**src/des_settings.svh**
```systemverilog
`ifndef DES_SETTINGS_SVH
`define DES_SETTINGS_SVH

// Datapath widths
`define DES_BLOCK_W     64  // Message and result
`define DES_HALF_W      32  // L and R halves
`define DES_KEY_W       64  // Key including parity bits
`define DES_SUBKEY_W    48  // One round key
`define DES_CD_W        28  // C or D register in the key schedule

// Round structure
`define DES_ROUNDS      16
`define DES_UNROLL      4   // Rounds per pass through the core

// Sixteen subkeys, round 1 in the top slot
`define DES_RKEY_BUS_W  768

`endif

```
**src/des_pkg.sv**
```systemverilog
`include "des_settings.svh"

package des_pkg;

	typedef enum logic [1:0] {ENC_IDLE, ENC_ROUNDS, ENC_DONE} enc_state_t;
	typedef enum logic [1:0] {KS_IDLE, KS_RUN, KS_READY} ks_state_t;

	// Tables use the standard numbering, bit 1 is the MSB
	localparam int IP_TAB [64] = '{
		58, 50, 42, 34, 26, 18, 10, 2, 60, 52, 44, 36, 28, 20, 12, 4,
		62, 54, 46, 38, 30, 22, 14, 6, 64, 56, 48, 40, 32, 24, 16, 8,
		57, 49, 41, 33, 25, 17, 9, 1, 59, 51, 43, 35, 27, 19, 11, 3,
		61, 53, 45, 37, 29, 21, 13, 5, 63, 55, 47, 39, 31, 23, 15, 7};

	localparam int FP_TAB [64] = '{
		40, 8, 48, 16, 56, 24, 64, 32, 39, 7, 47, 15, 55, 23, 63, 31,
		38, 6, 46, 14, 54, 22, 62, 30, 37, 5, 45, 13, 53, 21, 61, 29,
		36, 4, 44, 12, 52, 20, 60, 28, 35, 3, 43, 11, 51, 19, 59, 27,
		34, 2, 42, 10, 50, 18, 58, 26, 33, 1, 41, 9, 49, 17, 57, 25};

	localparam int E_TAB [48] = '{
		32, 1, 2, 3, 4, 5, 4, 5, 6, 7, 8, 9,
		8, 9, 10, 11, 12, 13, 12, 13, 14, 15, 16, 17,
		16, 17, 18, 19, 20, 21, 20, 21, 22, 23, 24, 25,
		24, 25, 26, 27, 28, 29, 28, 29, 30, 31, 32, 1};

	localparam int P_TAB [32] = '{
		16, 7, 20, 21, 29, 12, 28, 17, 1, 15, 23, 26, 5, 18, 31, 10,
		2, 8, 24, 14, 32, 27, 3, 9, 19, 13, 30, 6, 22, 11, 4, 25};

	localparam int PC1_TAB [56] = '{
		57, 49, 41, 33, 25, 17, 9, 1, 58, 50, 42, 34, 26, 18,
		10, 2, 59, 51, 43, 35, 27, 19, 11, 3, 60, 52, 44, 36,
		63, 55, 47, 39, 31, 23, 15, 7, 62, 54, 46, 38, 30, 22,
		14, 6, 61, 53, 45, 37, 29, 21, 13, 5, 28, 20, 12, 4};

	localparam int PC2_TAB [48] = '{
		14, 17, 11, 24, 1, 5, 3, 28, 15, 6, 21, 10,
		23, 19, 12, 4, 26, 8, 16, 7, 27, 20, 13, 2,
		41, 52, 31, 37, 47, 55, 30, 40, 51, 45, 33, 48,
		44, 49, 39, 56, 34, 53, 46, 42, 50, 36, 29, 32};

	// One row per line, index is row * 16 + column
	localparam logic [3:0] SBOX [8][64] = '{
		'{14, 4, 13, 1, 2, 15, 11, 8, 3, 10, 6, 12, 5, 9, 0, 7,
		  0, 15, 7, 4, 14, 2, 13, 1, 10, 6, 12, 11, 9, 5, 3, 8,
		  4, 1, 14, 8, 13, 6, 2, 11, 15, 12, 9, 7, 3, 10, 5, 0,
		  15, 12, 8, 2, 4, 9, 1, 7, 5, 11, 3, 14, 10, 0, 6, 13},
		'{15, 1, 8, 14, 6, 11, 3, 4, 9, 7, 2, 13, 12, 0, 5, 10,
		  3, 13, 4, 7, 15, 2, 8, 14, 12, 0, 1, 10, 6, 9, 11, 5,
		  0, 14, 7, 11, 10, 4, 13, 1, 5, 8, 12, 6, 9, 3, 2, 15,
		  13, 8, 10, 1, 3, 15, 4, 2, 11, 6, 7, 12, 0, 5, 14, 9},
		'{10, 0, 9, 14, 6, 3, 15, 5, 1, 13, 12, 7, 11, 4, 2, 8,
		  13, 7, 0, 9, 3, 4, 6, 10, 2, 8, 5, 14, 12, 11, 15, 1,
		  13, 6, 4, 9, 8, 15, 3, 0, 11, 1, 2, 12, 5, 10, 14, 7,
		  1, 10, 13, 0, 6, 9, 8, 7, 4, 15, 14, 3, 11, 5, 2, 12},
		'{7, 13, 14, 3, 0, 6, 9, 10, 1, 2, 8, 5, 11, 12, 4, 15,
		  13, 8, 11, 5, 6, 15, 0, 3, 4, 7, 2, 12, 1, 10, 14, 9,
		  10, 6, 9, 0, 12, 11, 7, 13, 15, 1, 3, 14, 5, 2, 8, 4,
		  3, 15, 0, 6, 10, 1, 13, 8, 9, 4, 5, 11, 12, 7, 2, 14},
		'{2, 12, 4, 1, 7, 10, 11, 6, 8, 5, 3, 15, 13, 0, 14, 9,
		  14, 11, 2, 12, 4, 7, 13, 1, 5, 0, 15, 10, 3, 9, 8, 6,
		  4, 2, 1, 11, 10, 13, 7, 8, 15, 9, 12, 5, 6, 3, 0, 14,
		  11, 8, 12, 7, 1, 14, 2, 13, 6, 15, 0, 9, 10, 4, 5, 3},
		'{12, 1, 10, 15, 9, 2, 6, 8, 0, 13, 3, 4, 14, 7, 5, 11,
		  10, 15, 4, 2, 7, 12, 9, 5, 6, 1, 13, 14, 0, 11, 3, 8,
		  9, 14, 15, 5, 2, 8, 12, 3, 7, 0, 4, 10, 1, 13, 11, 6,
		  4, 3, 2, 12, 9, 5, 15, 10, 11, 14, 1, 7, 6, 0, 8, 13},
		'{4, 11, 2, 14, 15, 0, 8, 13, 3, 12, 9, 7, 5, 10, 6, 1,
		  13, 0, 11, 7, 4, 9, 1, 10, 14, 3, 5, 12, 2, 15, 8, 6,
		  1, 4, 11, 13, 12, 3, 7, 14, 10, 15, 6, 8, 0, 5, 9, 2,
		  6, 11, 13, 8, 1, 4, 10, 7, 9, 5, 0, 15, 14, 2, 3, 12},
		'{13, 2, 8, 4, 6, 15, 11, 1, 10, 9, 3, 14, 5, 0, 12, 7,
		  1, 15, 13, 8, 10, 3, 7, 4, 12, 5, 6, 11, 0, 14, 9, 2,
		  7, 11, 4, 1, 9, 12, 14, 2, 0, 6, 10, 13, 15, 3, 5, 8,
		  2, 1, 14, 7, 4, 10, 8, 13, 15, 12, 9, 0, 3, 5, 6, 11}};

	function automatic logic [`DES_BLOCK_W-1:0] initial_perm(input logic [`DES_BLOCK_W-1:0] d);
		logic [`DES_BLOCK_W-1:0] q;
		for (int i = 0; i < `DES_BLOCK_W; i++) begin
			q[`DES_BLOCK_W-1-i] = d[`DES_BLOCK_W-IP_TAB[i]];
		end
		return q;
	endfunction

	function automatic logic [`DES_BLOCK_W-1:0] final_perm(input logic [`DES_BLOCK_W-1:0] d);
		logic [`DES_BLOCK_W-1:0] q;
		for (int i = 0; i < `DES_BLOCK_W; i++) begin
			q[`DES_BLOCK_W-1-i] = d[`DES_BLOCK_W-FP_TAB[i]];
		end
		return q;
	endfunction

	function automatic logic [`DES_SUBKEY_W-1:0] expand(input logic [`DES_HALF_W-1:0] r);
		logic [`DES_SUBKEY_W-1:0] q;
		for (int i = 0; i < `DES_SUBKEY_W; i++) begin
			q[`DES_SUBKEY_W-1-i] = r[`DES_HALF_W-E_TAB[i]];
		end
		return q;
	endfunction

	function automatic logic [`DES_HALF_W-1:0] sbox_subst(input logic [`DES_SUBKEY_W-1:0] x);
		logic [`DES_HALF_W-1:0] y;
		logic [5:0] b;
		for (int i = 0; i < 8; i++) begin
			b = x[`DES_SUBKEY_W-1-6*i -: 6];
			y[`DES_HALF_W-1-4*i -: 4] = SBOX[i][{b[5], b[0], b[4:1]}]; // Outer bits pick the row
		end
		return y;
	endfunction

	function automatic logic [`DES_HALF_W-1:0] p_perm(input logic [`DES_HALF_W-1:0] x);
		logic [`DES_HALF_W-1:0] q;
		for (int i = 0; i < `DES_HALF_W; i++) begin
			q[`DES_HALF_W-1-i] = x[`DES_HALF_W-P_TAB[i]];
		end
		return q;
	endfunction

	// Parity bits are dropped here
	function automatic logic [2*`DES_CD_W-1:0] pc1(input logic [`DES_KEY_W-1:0] k);
		logic [2*`DES_CD_W-1:0] q;
		for (int i = 0; i < 2 * `DES_CD_W; i++) begin
			q[2*`DES_CD_W-1-i] = k[`DES_KEY_W-PC1_TAB[i]];
		end
		return q;
	endfunction

	function automatic logic [`DES_SUBKEY_W-1:0] pc2(input logic [2*`DES_CD_W-1:0] cd);
		logic [`DES_SUBKEY_W-1:0] q;
		for (int i = 0; i < `DES_SUBKEY_W; i++) begin
			q[`DES_SUBKEY_W-1-i] = cd[2*`DES_CD_W-PC2_TAB[i]];
		end
		return q;
	endfunction

	// Round index counts from 0
	function automatic logic [1:0] shift_amount(input logic [3:0] idx);
		return (idx == 4'd0 || idx == 4'd1 || idx == 4'd8 || idx == 4'd15) ? 2'd1 : 2'd2;
	endfunction

endpackage

```
**src/des_round.sv**
```systemverilog
`include "des_settings.svh"

module des_round (
	input  logic                     clk,
	input  logic                     rst_n,
	input  logic                     start,
	input  logic [`DES_HALF_W-1:0]   l_in,
	input  logic [`DES_HALF_W-1:0]   r_in,
	input  logic [`DES_SUBKEY_W-1:0] subkey,
	output logic                     done,
	output logic [`DES_HALF_W-1:0]   l_out,
	output logic [`DES_HALF_W-1:0]   r_out
);

	logic [`DES_SUBKEY_W-1:0] mixed;
	logic [`DES_HALF_W-1:0]   f_out;

	// Feistel function
	assign mixed = des_pkg::expand(r_in) ^ subkey;
	assign f_out = des_pkg::p_perm(des_pkg::sbox_subst(mixed));

	always_ff @(posedge clk or negedge rst_n) begin
		if (!rst_n) begin
			done <= 1'b0;
		end else begin
			done <= start; // One cycle behind start
		end
	end

	// Halves only move on start
	always_ff @(posedge clk) begin
		if (start) begin
			l_out <= r_in;
			r_out <= l_in ^ f_out;
		end
	end

endmodule

```
**src/des_key_schedule.sv**
```systemverilog
`include "des_settings.svh"

module des_key_schedule (
	input  logic                       clk,
	input  logic                       rst_n,
	input  logic                       key_load,
	input  logic [`DES_KEY_W-1:0]      key,
	output logic [`DES_RKEY_BUS_W-1:0] round_keys,
	output logic                       keys_ready
);

	des_pkg::ks_state_t state;
	logic [3:0]            rnd;            // Slot being written
	logic [`DES_CD_W-1:0]  c_reg, d_reg;
	logic [`DES_CD_W-1:0]  c_nxt, d_nxt;
	logic [1:0]            amt;

	// Left rotate by one or two
	function automatic logic [`DES_CD_W-1:0] rotl(input logic [`DES_CD_W-1:0] x,
		input logic [1:0] n);
		if (n == 2'd2) begin
			return {x[`DES_CD_W-3:0], x[`DES_CD_W-1:`DES_CD_W-2]};
		end
		return {x[`DES_CD_W-2:0], x[`DES_CD_W-1]};
	endfunction

	assign amt        = des_pkg::shift_amount(rnd);
	assign c_nxt      = rotl(c_reg, amt);
	assign d_nxt      = rotl(d_reg, amt);
	assign keys_ready = (state == des_pkg::KS_READY);

	always_ff @(posedge clk or negedge rst_n) begin
		if (!rst_n) begin
			state <= des_pkg::KS_IDLE;
			rnd   <= '0;
		end else if (key_load) begin // Restarts from any state
			state <= des_pkg::KS_RUN;
			rnd   <= '0;
		end else if (state == des_pkg::KS_RUN) begin
			rnd <= rnd + 4'd1;
			if (rnd == 4'(`DES_ROUNDS - 1)) begin
				state <= des_pkg::KS_READY;
			end
		end
	end

	always_ff @(posedge clk) begin
		if (key_load) begin
			{c_reg, d_reg} <= des_pkg::pc1(key);
		end else if (state == des_pkg::KS_RUN) begin
			c_reg <= c_nxt;
			d_reg <= d_nxt;
			// Round 1 lands in the top slot
			round_keys[`DES_RKEY_BUS_W-1 - rnd*`DES_SUBKEY_W -: `DES_SUBKEY_W]
				<= des_pkg::pc2({c_nxt, d_nxt});
		end
	end

endmodule

```
**src/des_encrypt_unroll4.sv**
```systemverilog
`include "des_settings.svh"

module des_encrypt_unroll4 (
	input  logic                       clk,
	input  logic                       rst_n,
	input  logic                       start,
	input  logic [`DES_BLOCK_W-1:0]    message,
	input  logic [`DES_RKEY_BUS_W-1:0] round_keys,
	input  logic                       keys_ready,
	output logic                       busy,
	output logic                       done,
	output logic [`DES_BLOCK_W-1:0]    result
);

	des_pkg::enc_state_t state;
	logic [1:0]                 pass_cnt;
	logic                       kick;       // Stage start, one cycle after a load
	logic                       accept;
	logic                       pass_done;
	logic                       last_pass;
	logic [`DES_BLOCK_W-1:0]    msg_reg;
	logic [`DES_RKEY_BUS_W-1:0] key_sh;

	// Stage chain, index 0 is the pass input
	logic [`DES_UNROLL:0]   stg_go;
	logic [`DES_HALF_W-1:0] stg_l [`DES_UNROLL+1];
	logic [`DES_HALF_W-1:0] stg_r [`DES_UNROLL+1];

	assign accept    = (state == des_pkg::ENC_IDLE) && start && keys_ready;
	assign pass_done = stg_go[`DES_UNROLL];
	assign last_pass = (pass_cnt == 2'(`DES_ROUNDS / `DES_UNROLL - 1));
	assign busy      = (state != des_pkg::ENC_IDLE);
	assign done      = (state == des_pkg::ENC_DONE);

	assign stg_go[0] = kick;
	assign stg_l[0]  = msg_reg[`DES_BLOCK_W-1:`DES_HALF_W];
	assign stg_r[0]  = msg_reg[`DES_HALF_W-1:0];

	for (genvar g = 0; g < `DES_UNROLL; g++) begin : g_stage
		des_round u_round (
			.clk    (clk),
			.rst_n  (rst_n),
			.start  (stg_go[g]),
			.l_in   (stg_l[g]),
			.r_in   (stg_r[g]),
			.subkey (key_sh[`DES_RKEY_BUS_W-1 - g*`DES_SUBKEY_W -: `DES_SUBKEY_W]),
			.done   (stg_go[g+1]),
			.l_out  (stg_l[g+1]),
			.r_out  (stg_r[g+1])
		);
	end

	always_ff @(posedge clk or negedge rst_n) begin
		if (!rst_n) begin
			state    <= des_pkg::ENC_IDLE;
			pass_cnt <= '0;
			kick     <= 1'b0;
		end else begin
			kick <= 1'b0;
			case (state)
				des_pkg::ENC_IDLE: begin
					if (accept) begin
						state    <= des_pkg::ENC_ROUNDS;
						pass_cnt <= '0;
						kick     <= 1'b1;
					end
				end
				des_pkg::ENC_ROUNDS: begin
					if (pass_done) begin
						pass_cnt <= pass_cnt + 2'd1;
						if (last_pass) state <= des_pkg::ENC_DONE;
						else kick <= 1'b1; // Next pass
					end
				end
				default: state <= des_pkg::ENC_IDLE; // ENC_DONE lasts one cycle
			endcase
		end
	end

	always_ff @(posedge clk) begin
		if (accept) begin
			msg_reg <= des_pkg::initial_perm(message);
			key_sh  <= round_keys;
		end else if (pass_done) begin
			msg_reg <= {stg_l[`DES_UNROLL], stg_r[`DES_UNROLL]};
			key_sh  <= key_sh << (`DES_UNROLL * `DES_SUBKEY_W);
		end
	end

	// Halves swapped before the final permutation
	always_ff @(posedge clk or negedge rst_n) begin
		if (!rst_n) begin
			result <= '0;
		end else if (pass_done && last_pass) begin
			result <= des_pkg::final_perm({stg_r[`DES_UNROLL], stg_l[`DES_UNROLL]});
		end
	end

endmodule

```
**src/des_top.sv**
```systemverilog
`include "des_settings.svh"

module des_top (
	input  logic                    clk,
	input  logic                    rst_n,
	input  logic                    key_load,
	input  logic [`DES_KEY_W-1:0]   key,
	input  logic                    start,
	input  logic [`DES_BLOCK_W-1:0] message,
	output logic                    keys_ready,
	output logic                    busy,
	output logic                    done,
	output logic [`DES_BLOCK_W-1:0] result
);

	logic [`DES_RKEY_BUS_W-1:0] round_keys; // All sixteen subkeys

	des_key_schedule u_key_schedule (
		.clk        (clk),
		.rst_n      (rst_n),
		.key_load   (key_load),
		.key        (key),
		.round_keys (round_keys),
		.keys_ready (keys_ready)
	);

	// Core only accepts start once keys are ready
	des_encrypt_unroll4 u_encrypt (
		.clk        (clk),
		.rst_n      (rst_n),
		.start      (start),
		.message    (message),
		.round_keys (round_keys),
		.keys_ready (keys_ready),
		.busy       (busy),
		.done       (done),
		.result     (result)
	);

endmodule

```
**config.mk**
```make
export PLATFORM = sky130hd
export DESIGN_NAME = des_top
export DESIGN_NICKNAME = d
export VERILOG_FILES = /design/src/des_pkg.sv /design/src/des_round.sv /design/src/des_key_schedule.sv /design/src/des_encrypt_unroll4.sv /design/src/des_top.sv
export VERILOG_INCLUDE_DIRS = /design/src
export SDC_FILE = /design/constraint.sdc
export NUM_CORES = 2
export LEC_CHECK = 0
export BUFFER_PORTS_ARGS = -buffer_cell sky130_fd_sc_hd__buf_2
export CAP_MARGIN = 20
export CORE_MARGIN = 10
export CORE_UTILIZATION = 54
export CTS_CLUSTER_DIAMETER = 200
export DETAILED_ROUTE_END_ITERATION = 8
export GPL_TIMING_DRIVEN = 0
export PLACE_DENSITY = 0.79
export RECOVER_POWER = 25
export REMOVE_ABC_BUFFERS = 1
export SLEW_MARGIN = 10
export SYNTH_ARGS = -nofsm -noshare
export SYNTH_HDL_FRONTEND = slang
export SYNTH_SLANG_ARGS = --single-unit
```
**constraint.sdc**
```tcl
create_clock -name clk -period 27.3 [get_ports clk]
set_input_delay 4.095 -clock clk [delete_from_list [all_inputs] [get_ports clk]]
set_output_delay 4.095 -clock clk [all_outputs]
set_load 0.005 [all_outputs]
```
# Word-level counts from Yosys, hierarchy flattened
# Memories as Yosys holds them, arrays and structs flattened.
# Index checks and enable logic that the tools add are counted.
# W data, S select, Z words.
# classes
n_reduce_logical	17
magnitude_cmp	32
n_addsub	4
eq_ne	12
muxes	95
n_bitwise	41
mul	1
shifts	2
div_mod_pow	0
# ops
cell	n
$mux W768	2
$shift A48 B34 Y815 const A	1
$shiftx A48 B34 Y815	1
$bwmux W768	1
$mux W4	66
$ge A7 B7 Y1 const B	32
$mux W28	8
$not A6 Y7	32
$xor A48 B48 Y48	4
$mux W64	2
$xor A32 B32 Y32	4
$neg A32 Y34	1
$mux W2	9
$sub A10 B10 Y11 const A	1
$reduce_bool A2 Y1	5
$eq A2 B2 Y1 const B	4
$eq A4 B4 Y1 const B	2
$pmux W2 S2	2
$mul A4 B2 Y6 const B	1
$reduce_and A3 Y1	2
$add A4 B1 Y4 const B	1
$eq A2 B1 Y1 const B	2
$eq A4 B1 Y1 const B	1
$logic_not A4 Y1	1
other kinds (10)	19
# word_totals
inputBits	132
n_memories	32
ram_bits	0
word_cells	259
latchBits	0
ff_bits	1991
out_inout_bits	67
mem_bits_ro	8192
# mem_list
memory	words	width	read_ports	rd_ports_with_merged_regs	write_ports	line	source
(name not given)	64	4	1	0	0	des_pkg.sv:107	y[`DES_HALF_W-1-4*i -: 4] = SBOX[i][{b[5], b[0], b[4:1]}];
(name not given)	64	4	1	0	0	des_pkg.sv:107	
(name not given)	64	4	1	0	0	des_pkg.sv:107	
(name not given)	64	4	1	0	0	des_pkg.sv:107	
(name not given)	64	4	1	0	0	des_pkg.sv:107	
(name not given)	64	4	1	0	0	des_pkg.sv:107	
+26 memories	-	-	-	-	-	-	

# Depth between registers and ports, before layout
# logic_depth
depth_word	10
mapped_depth	15
mapped_depth_nobuf	10

# Modules after synthesis
# Synthesis repeated with hierarchy kept, for this count alone.
# unflattened
hier_cells	7476
hier_area_um2	99596.8
# by_module_without_submodules
mod	cells_per_inst	seq_area_each_um2	n_inst	area_per_inst_um2
des_encrypt_unroll4	1915	26710.6	1	36771.5
des_key_schedule	2437	24893.9	1	33432.1
des_round	781	1946.9	4	7348.3

# Worst setup path after synthesis
# OpenSTA, ideal clock, no wires.
# synth_timing
kind	input to register
start	in start
end	reg u_encrypt.key_sh[0] (enable)
setup_time_ns	1.354
n_path_buf	1
arrival_time_ns	23.273
t_required_ns	25.946
path_stages	3
setup_slack_ns	2.673
path_cell_list	nand3_1 clkbuf_1 nand2b_1
# synth_between
elab_chain_cells	3
# synth_lines
item	line	source
start, declared	des_top.sv:8	input logic start,
$logic_and A1 B1 Y1 (2 in series)	des_encrypt_unroll4.sv:29	assign accept = (state == des_pkg::ENC_IDLE) && start && keys_ready;
$reduce_bool A2 Y1 (no source line)	-	
end signal, assigned	des_encrypt_unroll4.sv:83	key_sh <= round_keys;
end signal, assigned	des_encrypt_unroll4.sv:86	key_sh <= key_sh << (`DES_UNROLL * `DES_SUBKEY_W);
end, declared	des_encrypt_unroll4.sv:22	logic [`DES_RKEY_BUS_W-1:0] key_sh;
# Every way passes these cells.
# A chain may end at the register's enable or synchronous reset.

# Worst setup path in the final report
# layout_timing
start	in start
end	reg u_encrypt.key_sh[106] (enable)
# Same word-level chain as after synthesis.

==> impl_metrics.env <==
export IMPL_status="complete, but fails checks"
export IMPL_violations="capacitance limit, slew limit"
export IMPL_yosysWarningCount=0
export IMPL_worstSetupStartpointType="primary input"
export IMPL_cp_required_ps=27870
export IMPL_synth_cell_type_count=83
export IMPL_fp_dieW_um=448
export IMPL_crit_path_end_kind="flip-flop"
export IMPL_drcViolationCount=0
export IMPL_htreeDepth=4
export IMPL_antenna_found_initial=21
export IMPL_post_cts_buffers=0
export IMPL_regArea_mm2=0.0594
export IMPL_first_global_vias=65349
export IMPL_syn2layout_area_growth_pct=11.7
export IMPL_min_period_ps=13400
export IMPL_timing_reg2reg_setup_slack_ps=16490
export IMPL_hold_end="u_encrypt.g_stage[0].u_round.l_out[21]"
export IMPL_yosys_register_bits=1991
export IMPL_dieArea_mm2=0.201
export IMPL_top_usage_layer="met2"
export IMPL_worst_pin_slew_ps=4710
export IMPL_setup_viol=0
export IMPL_yosysSeqAreaShare_pct=60.0
export IMPL_synth_area_mm2=0.0989
export IMPL_ir_worst_vdd_mv=0.0765
export IMPL_reg_top3="u_encrypt.key_sh x768, u_key_schedule.round_keys x768"
export IMPL_rows=157
export IMPL_rsz0062_at_grt="false"
export IMPL_cp_max_fo=60
export IMPL_gp_congestion=0.958
export IMPL_grt_met2_usage_pct=42.3
export IMPL_fp_dieH_um=448
export IMPL_cts_root_buf="clkbuf_16"
export IMPL_grt_usage_pct=27.7
export IMPL_ctsHoldBuffers=0
export IMPL_wl_per_cell_um=25.3
export IMPL_cts_tree="yes"
export IMPL_ant_nets=0
export IMPL_design_core_area_mm2=0.183
export IMPL_min_from="u_encrypt.msg_reg[21]"
export IMPL_detail_route_vias_per_cell=6.12
export IMPL_grt_first_pass_wirelength_um=419000
export IMPL_cts_buffer_depth=3
export IMPL_synth_edf_count=1912
export IMPL_min_delay_path_depth=0
export IMPL_drv_cap=19
export IMPL_fin_crit_sh_pct=49.1
export IMPL_power_density_mw_per_mm2=61.0
export IMPL_hold_viol=0
export IMPL_use_met1_pct=36.8
export IMPL_r2r_end="u_encrypt.key_sh[106]"
export IMPL_clk_pin_slew_worst_paths_ps=60
export IMPL_setup_tns_ps=0
export IMPL_grt_max_degree=91
export IMPL_hpwl_um=200000
export IMPL_postRouteWirelength_um=287000
export IMPL_drive_above_1_share_pct=12.5
export IMPL_synthFlopType="edfxtp_1"
export IMPL_clock_sinks=1991
export IMPL_cts_repair_resized=0
export IMPL_via_count=69374
export IMPL_arrival_ps=13980
export IMPL_overflow=0
export IMPL_place_area_mm2=0.104
export IMPL_fin_area_mm2=0.110
export IMPL_cts_inserted_buffers=201
export IMPL_slew_violations=864
export IMPL_fill_cells=13674
export IMPL_reg2reg_from="u_key_schedule.state[1]"
export IMPL_fin_nets=9155
export IMPL_reg2reg_depth=12
export IMPL_port_buffers=190
export IMPL_syn_inst=8687
export IMPL_syn_area_per_cell_um2=11.4
export IMPL_io_pins=199
export IMPL_fmax_ghz=0.0746
export IMPL_start_util_pct=54.1
export IMPL_power_leakage_nw=38.9
export IMPL_maxSlewHeadroom_pct=-214
export IMPL_met3_usage_pct=6.87
export IMPL_first_pass_iters=7
export IMPL_drt_initial_drc_count=9640
export IMPL_hp_class="reg -> reg"
export IMPL_post_route_util_pct=60.5
export IMPL_path_class="in -> reg"
export IMPL_clock_latency_ps=880
export IMPL_multiInputGateArea_mm2=0.0373
export IMPL_async_reset_ff_share_pct=3.97
export IMPL_clock_skew_ps=54.8
[report_power, final]
group | switching, mW | internal [mW]
clock network | 1.22 | 1.55
registers | 0.0236 | 3.38
logic | 0.432 | 0.145
total | 1.67 | 5.07
[cell usage in the layout (no fill, tap or decap), types with 138 or more instances in the layout]
cell / netlist / routed
a21oi_1: 244 / 242
and2_1: 209 / 170
buf_2: 87 / 188
clkbuf_16: 0 / 205
edfxtp_1: 1912 / 1912
ha_1: 255 / 254
inv_1: 136 / 138
mux2_2: 190 / 165
mux2i_1: 185 / 185
nand2_1: 2236 / 2221
nor2_1: 975 / 950
xnor2_1: 267 / 257
xor2_1: 212 / 212
[cell usage after synthesis, types with 15 or more instances]
master     number  share of area [%]
nand2b_1       20               0.13
a21oi_1       244                1.2
nor3_1         96               0.49
a22oi_2        28               0.35
o31ai_1        26               0.20
nand2_1      2236                8.5
mux2i_1       185                1.9
xnor2_1       267                2.4
nor2_1        975                3.7
xor2_2         28               0.46
o211ai_1       74               0.56
buf_2          87               0.44
a311oi_1       22               0.19
a22oi_1        98               0.74
inv_1         136               0.52
and2_1        209                1.3
o2111ai_1      27               0.24
edfxtp_1     1912                 58
a21o_1         15               0.11
a211oi_1       80               0.61
xor2_1        212                1.9
mux2_2        190                2.2
clkbuf_1      401                1.5
dfrtp_1        79                2.0
o22ai_1        60               0.38
inv_2          15              0.057
a2111oi_0      21               0.19
xnor2_2        15               0.25
a22o_1         31               0.27
o221ai_1       22               0.19
o21ai_0       126               0.64
a31oi_1        61               0.39
nand3_1        86               0.44
o311ai_0       28               0.25
ha_1          255                3.2
mux4_2        103                2.3
[critical path, stage by stage]
cell	delay, ps
clkbuf_1	100
nand3_1	460
clkbuf_1	2120
clkbuf_1	2130
clkbuf_1	2110
nand2b_4	950
buf_16	460
buf_16	230
buf_16	250
buf_16	240
buf_16	230
buf_16	230
[per-layer routing]
metal | share of wire, % | up-vias | routed length [µm]
met3 | 12 | 746 | 33300
met4 | 6.2 | 22 | 17900
li1 | - | 30798 | -
met5 | 0.067 | - | 192
met1 | 37 | 33601 | 107000
met2 | 45 | 4207 | 129000
[worst max-delay path by stage]
stage	from	to	slack [ps]	cells past startpoint
2_1_floorplan	start	u_encrypt.key_sh[0]	-39660	2
3_3_place_gp	start	u_encrypt.key_sh[163]	-110420	3
3_5_place_dp	start	u_encrypt.key_sh[106]	19110	12
4_1_cts	start	u_encrypt.key_sh[106]	20020	12
5_1_grt	start	u_encrypt.key_sh[106]	13150	12
6_report	start	u_encrypt.key_sh[106]	13900	12
[layout make-up]
class                      count  share of cell area (%)
antenna                        8                  0.0181
clock buffer                 249                    4.85
clock inverter               121                    1.14
inverter                     158                   0.537
multi-input combinational   6032                    33.8
sequential                  1991                    53.8
tap                         2385                    2.70
timing repair buffer         383                    3.20
[cells by family (layout without fill, tap and decap cells)]
family / after synthesis / in the layout / share of synthesized area, %
buffers and inverters: 664 / 911 / 2.66
flip-flops: 1991 / 1991 / 60.0
other: 0 / 8 / 0
AND/OR/NAND/NOR: 3692 / 3692 / 15.0
multiplexers: 479 / 479 / 6.41
XOR/XNOR: 525 / 525 / 5.03
adder cells (fa/ha/maj): 257 / 257 / 3.26
AO/OA/AOI/OAI: 1079 / 1079 / 7.58
[per-stage QoR]
| step | cells | power, mW | hold WS, ps | setup WS [ps] |
|---|---|---|---|---|
| 2_1_floorplan | 8181 | 3.72 | 447 | -39660 |
| 3_3_place_gp | 10756 | 3.96 | 456 | -110420 |
| 3_5_place_dp | 10912 | 4.01 | 469 | 19110 |
| 4_1_cts | 11282 | 6.74 | 486 | 20020 |
| 5_1_grt | 11320 | 6.89 | 498 | 13150 |
| 6_report | 11327 | 6.74 | 488 | 13900 |
Power figures use the tool's default switching activity.
